===== src/logic/flash_settings.svh =====
// flash emulator settings
`ifndef FLASH_SETTINGS_SVH
`define FLASH_SETTINGS_SVH

// flash address width, 3 address bytes
`define FLASH_ADDR_BITS 24

// width of the ram address port
// flash address is zero extended into it
`define FLASH_RAM_ADDR_BITS 32

// the only supported command
`define FLASH_OP_READ 8'h03

// flops in front of each serial input
`define FLASH_SYNC_STAGES 2

`endif

===== src/logic/flash_pkg.sv =====
// flash emulator types
`default_nettype none

`include "flash_settings.svh"

package flash_pkg;

	// one serial byte or one ram data byte
	typedef logic [7:0] spi_byte_t;

	// flash side address
	typedef logic [`FLASH_ADDR_BITS-1:0] flash_addr_t;

	// ram side address
	typedef logic [`FLASH_RAM_ADDR_BITS-1:0] ram_addr_t;

	// data bytes in one read, wraps
	typedef logic [7:0] log_len_t;

	// sticky error flags
	typedef logic [7:0] flash_err_t;

	// error bit positions
	localparam int err_bad_opcode_bit = 0;
	localparam int err_overrun_bit = 1;

	// command decode progress, named for the last completed byte
	typedef enum logic [2:0] {
		idle,
		opcode_done,
		addr_hi,
		addr_mid,
		addr_lo,
		data,
		ignore
	} decode_state_t;

endpackage

`default_nettype wire


===== src/logic/flash_emulator.sv =====
// spi flash emulator top
`timescale 1ns/1ps
`default_nettype none

module flash_emulator
	import flash_pkg::*;
(
	input wire logic clk,
	input wire logic reset,

	// spi pins, mode 0
	input wire logic cs_n,
	input wire logic sclk,
	input wire logic mosi,
	output logic miso,

	// ram read port
	output ram_addr_t ram_addr,
	output logic ram_read_enable,
	input wire spi_byte_t ram_read_data,
	input wire logic ram_read_valid,

	// bus lock request
	output logic spi_critical,

	// read log
	output flash_addr_t log_addr,
	output log_len_t log_len,
	output logic log_strobe,

	output flash_err_t errors
);
	// serial port to decoder
	spi_byte_t rx_data;
	logic rx_cmd;
	logic rx_strobe;
	logic cs_rise;

	// engine back to serial port
	logic tx_strobe;
	spi_byte_t tx_data;

	// decode events
	logic read_start;
	logic prime;
	logic addr_lo_done;
	logic data_byte;
	logic bad_opcode;
	flash_addr_t start_addr;

	spi_byte_port u_port (
		.clk(clk), .reset(reset),
		.cs_n(cs_n), .sclk(sclk), .mosi(mosi), .miso(miso),
		.tx_strobe(tx_strobe), .tx_data(tx_data),
		.rx_data(rx_data), .rx_cmd(rx_cmd), .rx_strobe(rx_strobe), .cs_rise(cs_rise)
	);

	flash_cmd_decode u_decode (
		.clk(clk), .reset(reset),
		.rx_data(rx_data), .rx_cmd(rx_cmd), .rx_strobe(rx_strobe), .cs_rise(cs_rise),
		.read_start(read_start), .prime(prime), .addr_lo_done(addr_lo_done),
		.data_byte(data_byte), .bad_opcode(bad_opcode), .start_addr(start_addr)
	);

	flash_read_engine u_engine (
		.clk(clk), .reset(reset),
		.read_start(read_start), .prime(prime), .addr_lo_done(addr_lo_done),
		.data_byte(data_byte), .cs_rise(cs_rise), .bad_opcode(bad_opcode),
		.start_addr(start_addr),
		.ram_addr(ram_addr), .ram_read_enable(ram_read_enable),
		.spi_critical(spi_critical),
		.ram_read_data(ram_read_data), .ram_read_valid(ram_read_valid),
		.tx_strobe(tx_strobe), .tx_data(tx_data), .errors(errors)
	);

	flash_access_log u_log (
		.clk(clk), .reset(reset),
		.addr_lo_done(addr_lo_done), .data_byte(data_byte), .cs_rise(cs_rise),
		.start_addr(start_addr),
		.log_addr(log_addr), .log_len(log_len), .log_strobe(log_strobe)
	);
endmodule

`default_nettype wire


===== src/logic/flash_access_log.sv =====
// flash read access log
`timescale 1ns/1ps
`default_nettype none

module flash_access_log
	import flash_pkg::*;
(
	input wire logic clk,
	input wire logic reset,

	input wire logic addr_lo_done,
	input wire logic data_byte,
	input wire logic cs_rise,
	input wire flash_addr_t start_addr,

	// record of the last read, held until the next one
	output flash_addr_t log_addr,
	output log_len_t log_len,
	output logic log_strobe
);
	// read has clocked at least one data slot
	logic in_data;

	always_ff @(posedge clk)
	begin
		log_strobe <= 1'b0;

		if (reset)
		begin
			in_data <= 1'b0;
			log_len <= '0;
		end
		else if (cs_rise)
		begin
			// only reads that reached the data phase are logged
			log_strobe <= in_data;
			in_data <= 1'b0;
		end
		else if (addr_lo_done)
		begin
			// new read, start a fresh record
			log_len <= '0;
			in_data <= 1'b0;
		end
		else if (data_byte)
		begin
			log_len <= log_len + log_len_t'(1);
			in_data <= 1'b1;
		end
	end

	// start address stays put while the count runs
	always_ff @(posedge clk)
	begin
		if (addr_lo_done)
			log_addr <= start_addr;
	end
endmodule

`default_nettype wire


===== src/logic/flash_read_engine.sv =====
// flash read engine
`timescale 1ns/1ps
`default_nettype none

`include "flash_settings.svh"

module flash_read_engine
	import flash_pkg::*;
(
	input wire logic clk,
	input wire logic reset,

	// decode events
	input wire logic read_start,
	input wire logic prime,
	input wire logic addr_lo_done,
	input wire logic data_byte,
	input wire logic cs_rise,
	input wire logic bad_opcode,
	input wire flash_addr_t start_addr,

	// ram read port
	output ram_addr_t ram_addr,
	output logic ram_read_enable,
	output logic spi_critical,
	input wire spi_byte_t ram_read_data,
	input wire logic ram_read_valid,

	// transmit byte to the serial port
	output logic tx_strobe,
	output spi_byte_t tx_data,

	output flash_err_t errors
);
	// set once real data reads start, prime data is dropped
	logic streaming;

	always_ff @(posedge clk)
	begin
		if (reset)
		begin
			spi_critical <= 1'b0;
			ram_read_enable <= 1'b0;
			streaming <= 1'b0;
			tx_strobe <= 1'b0;
			errors <= '0;
		end
		else
		begin
			tx_strobe <= ram_read_valid && streaming;

			// sticky until reset
			if (bad_opcode)
				errors[err_bad_opcode_bit] <= 1'b1;

			if (cs_rise)
			begin
				// release the bus lock on deselect
				spi_critical <= 1'b0;
				ram_read_enable <= 1'b0;
				streaming <= 1'b0;
			end
			else if (read_start)
				spi_critical <= 1'b1;
			else if (spi_critical && prime)
				ram_read_enable <= 1'b1;
			else if (spi_critical && addr_lo_done)
			begin
				ram_read_enable <= 1'b1;
				streaming <= 1'b1;
			end
			else if (spi_critical && data_byte)
			begin
				// previous read still open means its slot was missed
				if (ram_read_enable)
					errors[err_overrun_bit] <= 1'b1;
				ram_read_enable <= 1'b1;
			end
			else if (ram_read_valid)
				ram_read_enable <= 1'b0;
		end
	end

	// address and data path
	always_ff @(posedge clk)
	begin
		// partial address, low byte not known yet
		if (prime)
			ram_addr <= ram_addr_t'({start_addr[`FLASH_ADDR_BITS-1:8], 8'h00});
		else if (addr_lo_done)
			ram_addr <= ram_addr_t'(start_addr);
		else if (data_byte)
			ram_addr <= ram_addr + ram_addr_t'(1);
		tx_data <= ram_read_data;
	end
endmodule

`default_nettype wire


===== src/logic/flash_cmd_decode.sv =====
// flash command decoder
`timescale 1ns/1ps
`default_nettype none

`include "flash_settings.svh"

module flash_cmd_decode
	import flash_pkg::*;
(
	input wire logic clk,
	input wire logic reset,

	// bytes from the serial port
	input wire spi_byte_t rx_data,
	input wire logic rx_cmd,
	input wire logic rx_strobe,
	input wire logic cs_rise,

	// decode events, one cycle after the strobes
	output logic read_start,
	output logic prime,
	output logic addr_lo_done,
	output logic data_byte,
	output logic bad_opcode,
	output flash_addr_t start_addr
);
	decode_state_t state;

	always_ff @(posedge clk)
	begin
		// all decode outputs are single cycle pulses
		read_start <= 1'b0;
		prime <= 1'b0;
		addr_lo_done <= 1'b0;
		data_byte <= 1'b0;
		bad_opcode <= 1'b0;

		if (reset)
			state <= idle;
		else if (cs_rise)
			state <= idle;
		else if (rx_cmd)
		begin
			// a new transaction always starts over
			if (rx_data == `FLASH_OP_READ)
			begin
				read_start <= 1'b1;
				state <= opcode_done;
			end
			else
			begin
				bad_opcode <= 1'b1;
				state <= ignore;
			end
		end
		else if (rx_strobe)
		begin
			case (state)
				opcode_done:
					state <= addr_hi;
				addr_hi:
				begin
					// upper two bytes are enough to open the ram row
					prime <= 1'b1;
					state <= addr_mid;
				end
				addr_mid:
				begin
					addr_lo_done <= 1'b1;
					state <= addr_lo;
				end
				addr_lo, data:
				begin
					// every byte after the address is a data slot
					data_byte <= 1'b1;
					state <= data;
				end
				default:
					// idle or ignore, wait for deselect
					state <= state;
			endcase
		end
	end

	// address bytes arrive high first
	always_ff @(posedge clk)
	begin
		if (rx_strobe && state == opcode_done)
			start_addr[`FLASH_ADDR_BITS-1:16] <= rx_data;
		if (rx_strobe && state == addr_hi)
			start_addr[15:8] <= rx_data;
		if (rx_strobe && state == addr_mid)
			start_addr[7:0] <= rx_data;
	end
endmodule

`default_nettype wire


===== src/logic/spi_byte_port.sv =====
// spi serial byte port
`timescale 1ns/1ps
`default_nettype none

`include "flash_settings.svh"

module spi_byte_port
	import flash_pkg::*;
(
	input wire logic clk,
	input wire logic reset,

	// serial pins from the host
	input wire logic cs_n,
	input wire logic sclk,
	input wire logic mosi,
	output logic miso,

	// transmit byte from the read engine
	input wire logic tx_strobe,
	input wire spi_byte_t tx_data,

	// received bytes
	output spi_byte_t rx_data,
	output logic rx_cmd,
	output logic rx_strobe,
	output logic cs_rise
);
	localparam int stages = `FLASH_SYNC_STAGES;

	// synchronizer chains, oldest sample at the top
	logic [stages-1:0] sclk_sync;
	logic [stages-1:0] cs_sync;
	logic [stages-1:0] mosi_sync;

	logic sclk_prev;
	logic cs_prev;
	logic [2:0] bit_cnt;
	logic first_byte;
	logic [1:0] done_pipe;
	spi_byte_t rx_shift;
	spi_byte_t tx_hold;
	logic tx_pending;
	spi_byte_t tx_shift;

	logic sclk_s;
	logic cs_s;
	logic mosi_s;
	logic sclk_rise;
	logic sclk_fall;
	logic boundary;

	assign sclk_s = sclk_sync[stages-1];
	assign cs_s = cs_sync[stages-1];
	assign mosi_s = mosi_sync[stages-1];

	// edges only count while selected
	assign sclk_rise = sclk_s && !sclk_prev && !cs_s;
	assign sclk_fall = !sclk_s && sclk_prev && !cs_s;

	// first falling edge after a full byte starts the next byte slot
	assign boundary = sclk_fall && bit_cnt == 3'd0;

	// mode 0, msb first
	assign miso = tx_shift[7];

	always_ff @(posedge clk)
	begin
		if (reset)
		begin
			sclk_sync <= '0;
			cs_sync <= '1;
			sclk_prev <= 1'b0;
			cs_prev <= 1'b1;
			bit_cnt <= 3'd0;
			first_byte <= 1'b0;
			done_pipe <= 2'b00;
			rx_cmd <= 1'b0;
			rx_strobe <= 1'b0;
			cs_rise <= 1'b0;
			tx_pending <= 1'b0;
			tx_shift <= '0;
		end
		else
		begin
			sclk_sync <= {sclk_sync[stages-2:0], sclk};
			cs_sync <= {cs_sync[stages-2:0], cs_n};
			sclk_prev <= sclk_s;
			cs_prev <= cs_s;
			cs_rise <= cs_s && !cs_prev;

			// framing restarts at every select
			if (cs_s)
				bit_cnt <= 3'd0;
			else if (sclk_rise)
				bit_cnt <= bit_cnt + 3'd1;

			if (!cs_s && cs_prev)
				first_byte <= 1'b1;
			else if (done_pipe[1])
				first_byte <= 1'b0;

			// eighth bit seen, strobe 3 cycles later
			done_pipe <= {done_pipe[0], sclk_rise && bit_cnt == 3'd7};
			rx_cmd <= done_pipe[1] && first_byte;
			rx_strobe <= done_pipe[1] && !first_byte;

			// late byte leaves the old contents rotating out
			if (boundary && tx_strobe)
				tx_shift <= tx_data;
			else if (boundary && tx_pending)
				tx_shift <= tx_hold;
			else if (sclk_fall)
				tx_shift <= {tx_shift[6:0], tx_shift[7]};

			if (cs_s)
				tx_pending <= 1'b0;
			else if (tx_strobe && !boundary)
				tx_pending <= 1'b1;
			else if (boundary)
				tx_pending <= 1'b0;
		end
	end

	// data path
	always_ff @(posedge clk)
	begin
		mosi_sync <= {mosi_sync[stages-2:0], mosi};
		if (sclk_rise)
			rx_shift <= {rx_shift[6:0], mosi_s};
		if (done_pipe[0])
			rx_data <= rx_shift;
		if (tx_strobe)
			tx_hold <= tx_data;
	end
endmodule

`default_nettype wire


===== config.mk =====
export PLATFORM = sky130hd
export DESIGN_NAME = flash_emulator
export DESIGN_NICKNAME = d
export VERILOG_FILES = /design/src/logic/flash_pkg.sv /design/src/logic/flash_emulator.sv /design/src/logic/flash_access_log.sv /design/src/logic/flash_read_engine.sv /design/src/logic/flash_cmd_decode.sv /design/src/logic/spi_byte_port.sv
export VERILOG_INCLUDE_DIRS = /design/src /design/src/logic
export SDC_FILE = /design/constraint.sdc
export NUM_CORES = 1
export LEC_CHECK = 0
export ABC_CLOCK_PERIOD_IN_PS = 2860
export CAP_MARGIN = 20
export CORE_AREA = 2 2 104 106
export CTS_BUF_LIST = sky130_fd_sc_hd__clkbuf_4
export CTS_CLUSTER_DIAMETER = 200
export CTS_CLUSTER_SIZE = 24
export DETAILED_ROUTE_END_ITERATION = 16
export DIE_AREA = 0 0 106 108
export DONT_BUFFER_PORTS = 1
export GPL_ROUTABILITY_DRIVEN = 0
export GPL_TIMING_DRIVEN = 0
export PLACE_DENSITY_LB_ADDON = 0.05
export SLEW_MARGIN = 5
export SYNTH_ARGS = -nofsm -noshare
export SYNTH_HDL_FRONTEND = slang
export SYNTH_SLANG_ARGS = --single-unit

===== constraint.sdc =====
create_clock -name clk -period 2.86 [get_ports clk]
set_clock_uncertainty 0.15 [all_clocks]
set_input_delay 0 -clock clk [delete_from_list [all_inputs] [get_ports clk]]
set_output_delay 0 -clock clk [all_outputs]
set_load 0.01 [all_outputs]

==> results of run 1 <==
==> how the worst max path moves through the flow <==
stage,from,to,depth (start not counted)
detailed placement,u_decode.addr_lo_done,u_engine.ram_addr[16],2
global route,u_engine.ram_addr[0],u_engine.ram_addr[30],6
floorplan,u_engine.ram_addr[0],u_engine.ram_addr[26],6
CTS,u_engine.ram_addr[0],u_engine.ram_addr[26],6
finish,u_engine.ram_addr[0],u_engine.ram_addr[30],6
global placement,u_decode.addr_lo_done,u_engine.ram_addr[13],2
==> cell usage in the layout (no fill, tap or decap), types with 3 or more instances in the layout <==
cell type and count:
or2_2 5, nand3_1 21, o31ai_1 11, nor4_1 7, dlygate4sd3_1 25, and3_1 13, o21bai_1 3, a211oi_1 4
and3b_1 3, clkbuf_4 18, buf_1 3, dfxtp_1 73, inv_1 14, or3_1 8, o21ai_0 41, nand2b_1 3
buf_2 4, a21oi_1 19, mux2i_1 4, xor2_1 6, and4_1 4, nor3b_1 6, inv_6 4, conb_1 6
nand2_1 34, clkbuf_1 15, or4_1 16, xnor2_1 13, edfxtp_1 88, ha_1 7, nand4_1 13, buf_4 6
nor2_1 45, a31oi_1 12, nor2b_1 8, nor3_1 8
==> per-stage QoR <==
step	instance area [µm²]	total power, mW	util	cells
after CTS	7010	3.87	0.685	732
after detailed placement	6470	2.53	0.632	675
after global placement	6460	2.53	0.632	675
after global routing	7010	3.97	0.685	733
after floorplan	6290	2.52	-	539
final	7010	3.85	0.685	733
==> worst register-to-register path, cell delays in order (launching register included) <==
cell,delay (ns)
dfxtp_1,0.59
ha_1,0.32
nand2_1,0.16
or4_1,0.51
buf_2,0.18
or4_1,0.47
a21oi_1,0.15
==> flip-flops by register name (all words and copies together), names as in the netlist, 2 cells and up <==
register and flops:
u_port.sclk_sync 2, u_engine.errors 2, u_decode.state 3, u_port.tx_shift 8
u_log.log_addr 24, u_port.bit_cnt 3, u_port.mosi_sync 2, u_decode.start_addr 24
u_port.done_pipe 2, u_log.log_len 8, u_port.tx_hold 8, u_engine.tx_data 8
u_port.cs_sync 2, u_port.rx_data 8, u_engine.ram_addr 32, u_port.rx_shift 8
==> timing repair <==
item / in CTS / in global routing
hold buffers: 25 / 0
endpoints found under the hold margin: 49 / 0
gates resized for setup: 1 / 0
setup endpoints to repair: 12 / 0
==> kinds of logic after synthesis <==
kind of cell / share of synthesized area
compound gates: 0.0922
xor+xnor: 0.0265
fa+ha+maj: 0.0140
buf+inv: 0.0321
flops: 0.657
mux: 0.00638
other cells: 0.000598
simple gates: 0.171
==> layer usage <==
| layer | up-vias | wire, µm |
|---|---|---|
| met5 | - | 0 |
| met4 | 0 | 181 |
| met3 | 16 | 955 |
| met2 | 162 | 6500 |
| met1 | 2034 | 5030 |
| li1 | 2064 | - |
==> cell type report <==
| class | count | area (µm²) |
|---|---|---|
| clock buffers | 18 | 135 |
| flip-flops and latches | 162 | 4130 |
| clock inverters | 14 | 151 |
| multi-input cells | 333 | 1970 |
| repair buffers | 26 | 255 |
| fillers | 774 | 3220 |
| well taps | 136 | 170 |
| plain buffers | 30 | 149 |
| inverters | 14 | 52.6 |
==> power groups by stage <==
stage | Sequential (mW) | Clock [mW] | Combinational [mW]
3_3_place_gp | 2.50 | 0 | 0.0322
3_5_place_dp | 2.50 | 0 | 0.0326
2_1_floorplan | 2.50 | 0 | 0.0268
6_report | 2.45 | 1.34 | 0.0594
4_1_cts | 2.45 | 1.37 | 0.0582
5_1_grt | 2.45 | 1.46 | 0.0650
==> results by group, run 1 <==
Cells and area
  • Share of cells above drive strength 1: 0.0905
  • Antenna Cells: 0
  • # nets final: 605
  • Area grow syn2layout: 11.8%

Floorplanning
  • Die Width: about 110 µm
  • Io pins: 90
  • Initial Util: 0.613
  • FP Rows: 37
  • Die area: roughly 11,000 µm²
  • Die height: roughly 110 µm
  • Core box area: 10,200 µm²

Global routing
  • Vias in the first global route: 4,059
  • First-pass GRT wire length: roughly 20,000 µm
  • Tot GR Track Use: 0.233
  • Largest net degree at the start of global routing: 29
  • Met3 Use GR: 0.0790
  • Met1 Use GR: 0.272
  • Met2 usage: 0.406
  • Congestion Overflow GR: 0
  • Initial antenna violation count: 0
  • GRT busiest layer: met2

Yosys
  • Syn Area/Cell: about 12 µm²
  • Count of cell types in the netlist: between 40 and 50
  • Yosys top cell area share: 0.421
  • Seq/Total Area, Yosys: 0.657
  • Cells after Synth: about 530
  • Top post-synthesis cells by area: edfxtp_1 42%, dfxtp_1 24%, o21ai_0 3.3%, nor2_1 2.7%, nand2_1 2.0%
  • Post-synth top cells: 88 x edfxtp_1, 74 x dfxtp_1, 45 x nor2_1
  • Async S/R FF share, synth: 0
  • EDFF count, synth: 88
  • Top_reg_cell synth: edfxtp_1
  • Top-count cell post-synth: edfxtp_1
  • Yosys reg bits: about 160
  • Cell taking the most area after synthesis: edfxtp_1
  • Synth Warn #: 0
  • Syn Std Cell Area: between 6000 and 7000 µm²

Worst setup path
  • Cells on worst reg2reg path: 6
  • CP most frequent cell: or4_1
  • CP Class: flop to flop
  • Slowest-stage cell, CP: dfxtp_1
  • CP cell instances: ha_1 -> nand2_1 -> or4_1 -> buf_2 -> or4_1 -> a21oi_1
  • Cell family with the largest share of critical-path delay: simple AND/OR/NAND/NOR gates
  • Critical path fanouts, max: 10
  • CP peak stage delay: around 0.59 ns
  • RR Endpoint: u_engine.ram_addr[30]
  • RR Startpoint: u_engine.ram_addr[0]
  • CP required: 3.19 ns
  • CP Capture Type: flop
  • Reg-to-reg slack, setup: 0.26 ns
  • Worst Path Buf+Inv: 1
  • Setup crit start kind: flop
  • Worst Path Arrival: 2.92 ns

Clock tree
  • Clock root cell: clkbuf_4
  • Skew-Pair Late Insertion Delay: 0.55 ns
  • Longest Clk Path Bufs: 2
  • Cts bufs inserted: 17
  • Clock slew at reported path FFs: around 0.13 ns
  • H-tree Lvls: 4
  • # Post-CTS Setup Buffers: 0
  • CTS tree: done
  • Clock sinks: between 150 and 200

Route
  • Via total after detailed routing: ~4.3k
  • Residual DRC: 0
  • DRT Pass-1 Iters: 5
  • Final WL: ~13,000 µm
  • Vias/cell: 5.83
  • Starting DRT DRC Count: between 200 and 300
  • Wirelength per Cell: ~17 µm
  • Routed Antenna Nets: 0

Power
  • Gate power share: 0.015
  • Lkg Pwr: between 2 and 2.5 nW
  • Sequential power share: 0.636
  • PwrDens: about 550 nW/µm²
  • NetSw: between 0.8 and 0.9 mW
  • Switching fraction of total power: 0.217
  • Internal: roughly 3.0 mW
  • Clk pwr share: 0.349
  • Max VDD drop: roughly 350 µV

Placement
  • Dpl ws: -0.00693 ns
  • DP Wirelength: between 8000 and 9000 µm
  • Port bufs: 0

Min path
  • Worst Hold End: u_engine.ram_read_enable
  • HP Start: ram_read_valid
  • Hold Path Depth: 4
  • Hold crit path type: input pin to flop

STA
  • Final setup viols: 0
  • Setup repair after global routing missed its margin: no
  • Post-route setup slack: ~0.26 ns
  • Min Hold Slack: roughly 0.18 ns
  • Fin crit share: 0.907
  • Worst-Margin Slew: between 0.9 and 1 ns
  • Max Fclk: between 300 and 400 MHz
  • Final TNS setup: 0 ns
  • Min cycle time layout: between 2 and 3 ns
  • Endpoints failing hold: 0
  • Max Slew Vio Count: 0
  • Rel. slew slack: 0.381

Flow run
  • Max-Cap Viols: 0

Outcome
  • Status: finished clean
No activity file was read; power rests on OpenSTA's default activity.
==> run 2: changes to the inputs <==
--- a/config.mk
+++ b/config.mk
@@ -16,7 +16,6 @@
 export DIE_AREA = 0 0 106 108
 export DONT_BUFFER_PORTS = 1
 export GPL_ROUTABILITY_DRIVEN = 0
-export GPL_TIMING_DRIVEN = 0
 export PLACE_DENSITY_LB_ADDON = 0.05
 export SLEW_MARGIN = 5
 export SYNTH_ARGS = -nofsm -noshare
==> results by group, run 2 (synthesis gave the netlist of run 1 again) <==
Global routing
  • First-pass GRT wire length: 20,200 µm (-0.13%)
  • Tot GR Track Use: 0.231 (-0.00198)
  • Congestion Overflow GR: 0 (unchanged)
  • Initial antenna violation count: 0 (unchanged)
  • Largest net degree at the start of global routing: 37 (+28%)
  • Vias in the first global route: 3,969 (-2.2%)

Route
  • Starting DRT DRC Count: 253 (unchanged)
  • Routed Antenna Nets: 0 (unchanged)
  • Via total after detailed routing: 4,169 (-2.5%)
  • Vias/cell: 5.84 (about the same)
  • DRT Pass-1 Iters: 4 (-1)
  • Final WL: 12,500 µm (-1.3%)
  • Residual DRC: 0 (unchanged)
  • Wirelength per Cell: 17.5 µm (+1.4%)

Placement
  • Placement Cell Area: 6410 µm² (-0.89%)
  • Port bufs: 0 (unchanged)
  • Dpl ws: 0.358 ns (+0.365 ns)
  • DP Wirelength: 8580 µm (-2.9%)

Outcome
  • Status: finished clean

Cells and area
  • Most common cell after layout, fill and taps aside: edfxtp_1
  • Reg with most FFs: u_engine.ram_addr
  • Most frequent cells in the layout: 88 x edfxtp_1, 74 x dfxtp_1, 45 x nor2_1
  • Post-route cell area: 6890 µm² (-1.7%)
  • Final Util: 0.674 (-0.0116)
  • # nets final: 586 (-3.1%)
  • Area grow syn2layout: 9.87%
  • Share of cells above drive strength 1: 0.0934 (+0.00297)
  • Antenna Cells: 0 (unchanged)
  • Max FFs per register: 32 (unchanged)
  • Largest registers: u_engine.ram_addr x32, u_decode.start_addr x24, u_log.log_addr x24

Worst setup path
  • Critical path fanouts, max: 25 (+15)
  • CP Class: flop to flop
  • CP required: 3.08 ns (-0.11 ns)
  • CP Capture Type: flop
  • Setup crit start kind: flop
  • Worst Path Arrival: 2.76 ns (-0.16 ns)

Floorplanning
  • FP Rows: 37 (unchanged)
  • Die area: 11,400 µm² (unchanged)
  • Io pins: 90 (unchanged)
  • Initial Util: 0.613 (unchanged)
  • Die Width: 106 µm (unchanged)
  • Die height: 108 µm (unchanged)
  • Core box area: 10,200 µm² (unchanged)

Clock tree
  • Clock slew at reported path FFs: 0.13 ns (about the same)
  • CTS tree: done
  • H-tree Lvls: 4 (unchanged)
  • Skew-Pair Late Insertion Delay: 0.53 ns (-0.02 ns)
  • Clock root cell: clkbuf_4
  • Clock sinks: 162 (unchanged)
  • Longest Clk Path Bufs: 2 (unchanged)
  • Cts bufs inserted: 17 (unchanged)
  • Resized cells post-CTS: 0 (-1)

STA
  • Final TNS setup: 0 ns (unchanged)
  • Post-route setup slack: 0.320 ns (+0.0551 ns)
  • Min Hold Slack: 0.0749 ns (-0.109 ns)
  • Final setup viols: 0 (unchanged)
  • Fin crit share: 0.888 (-0.0193)
  • Max Slew Vio Count: 0 (unchanged)
  • Rel. slew slack: 0.444 (+0.0624)
  • Setup repair after global routing missed its margin: no
  • Worst-Margin Slew: 0.832 ns (-0.0940 ns)
  • Min cycle time layout: 2.54 ns (-0.0551 ns)
  • Max Fclk: 394 MHz (+2.2%)
  • Endpoints failing hold: 0 (unchanged)

Min path
  • Hold crit path type: input pin to flop

Flow run
  • Max-Cap Viols: 0 (unchanged)

Power
  • PwrDens: 532 nW/µm² (-3.1%)
  • Lkg Pwr: 2.25 nW (-1.7%)
  • Max VDD drop: 397 µV (+13%)
==> run 2: cell count changes in the layout (fill, tap and decap cells not counted), moves of 2 or more <==
cell       before  now
clkbuf_1       15    0
buf_4           6   13
buf_2           4    0
buf_1           3    0
clkinv_4        2    5
bufinv_16       2    0
clkbuf_2        2    0
clkinv_1        2    0
inv_4           0    2
==> run 2: final cells by class <==
cell class,instances,area [µm²]
flip-flops and latches,162,4120
clock buffers,18,135
well taps,136,170
fillers,775,3340
multi-input cells,333,1970
repair buffers,37,338
clock inverters,14,106
inverters,14,52.6
==> run 2: power by group <==
group / total (mW) / switching, mW / internal (mW)
clock: 1.17 / 0.804 / 0.365
combinational: 0.0503 / 0.0219 / 0.0284
sequential: 2.45 / 0.00606 / 2.44
total: 3.67 / 0.832 / 2.83
==> run 2: per-layer routing <==
metal / vias to the layer above / share of wire / global-route usage
met5: - / 0 / 0
met1: 1998 / 0.42 / 0.277
met3: 18 / 0.063 / 0.0693
li1: 2023 / - / -
met2: 130 / 0.50 / 0.399
met4: 0 / 0.018 / 0.0827
==> run 2: per-stage QoR <==
step,power [mW],instances
2_1_floorplan,2.52,539
3_3_place_gp,2.52,658
3_5_place_dp,2.52,658
4_1_cts,3.70,714
5_1_grt,3.81,714
6_report,3.67,714
==> run 2: critical path, cell delays in order (launching register included) <==
cell and delay [ns]:
edfxtp_1 0.52, nand4_1 0.24, or3_1 0.70, or4_1 0.59
a31oi_1 0.18
==> run 2: final timing paths <==
| kind | from | endpoint | slack, ns | cells after the start |
|---|---|---|---|---|
| worst min-delay path | ram_read_valid | u_engine.tx_strobe | 0.07 | 2 |
| worst min register to register | u_port.mosi_sync[0] | u_port.mosi_sync[1] | 0.19 | 0 |
| worst max-delay path | u_engine.ram_addr[10] | u_engine.ram_addr[18] | 0.32 | 4 |
| worst max register to register | u_engine.ram_addr[10] | u_engine.ram_addr[18] | 0.32 | 4 |
==> run 2: what timing repair did <==
| item | 4_1_cts | 5_1_grt |
|---|---|---|
| hold buffers | 24 | 0 |
| endpoints found under the hold margin | 57 | 0 |
| setup buffers | 0 | 0 |
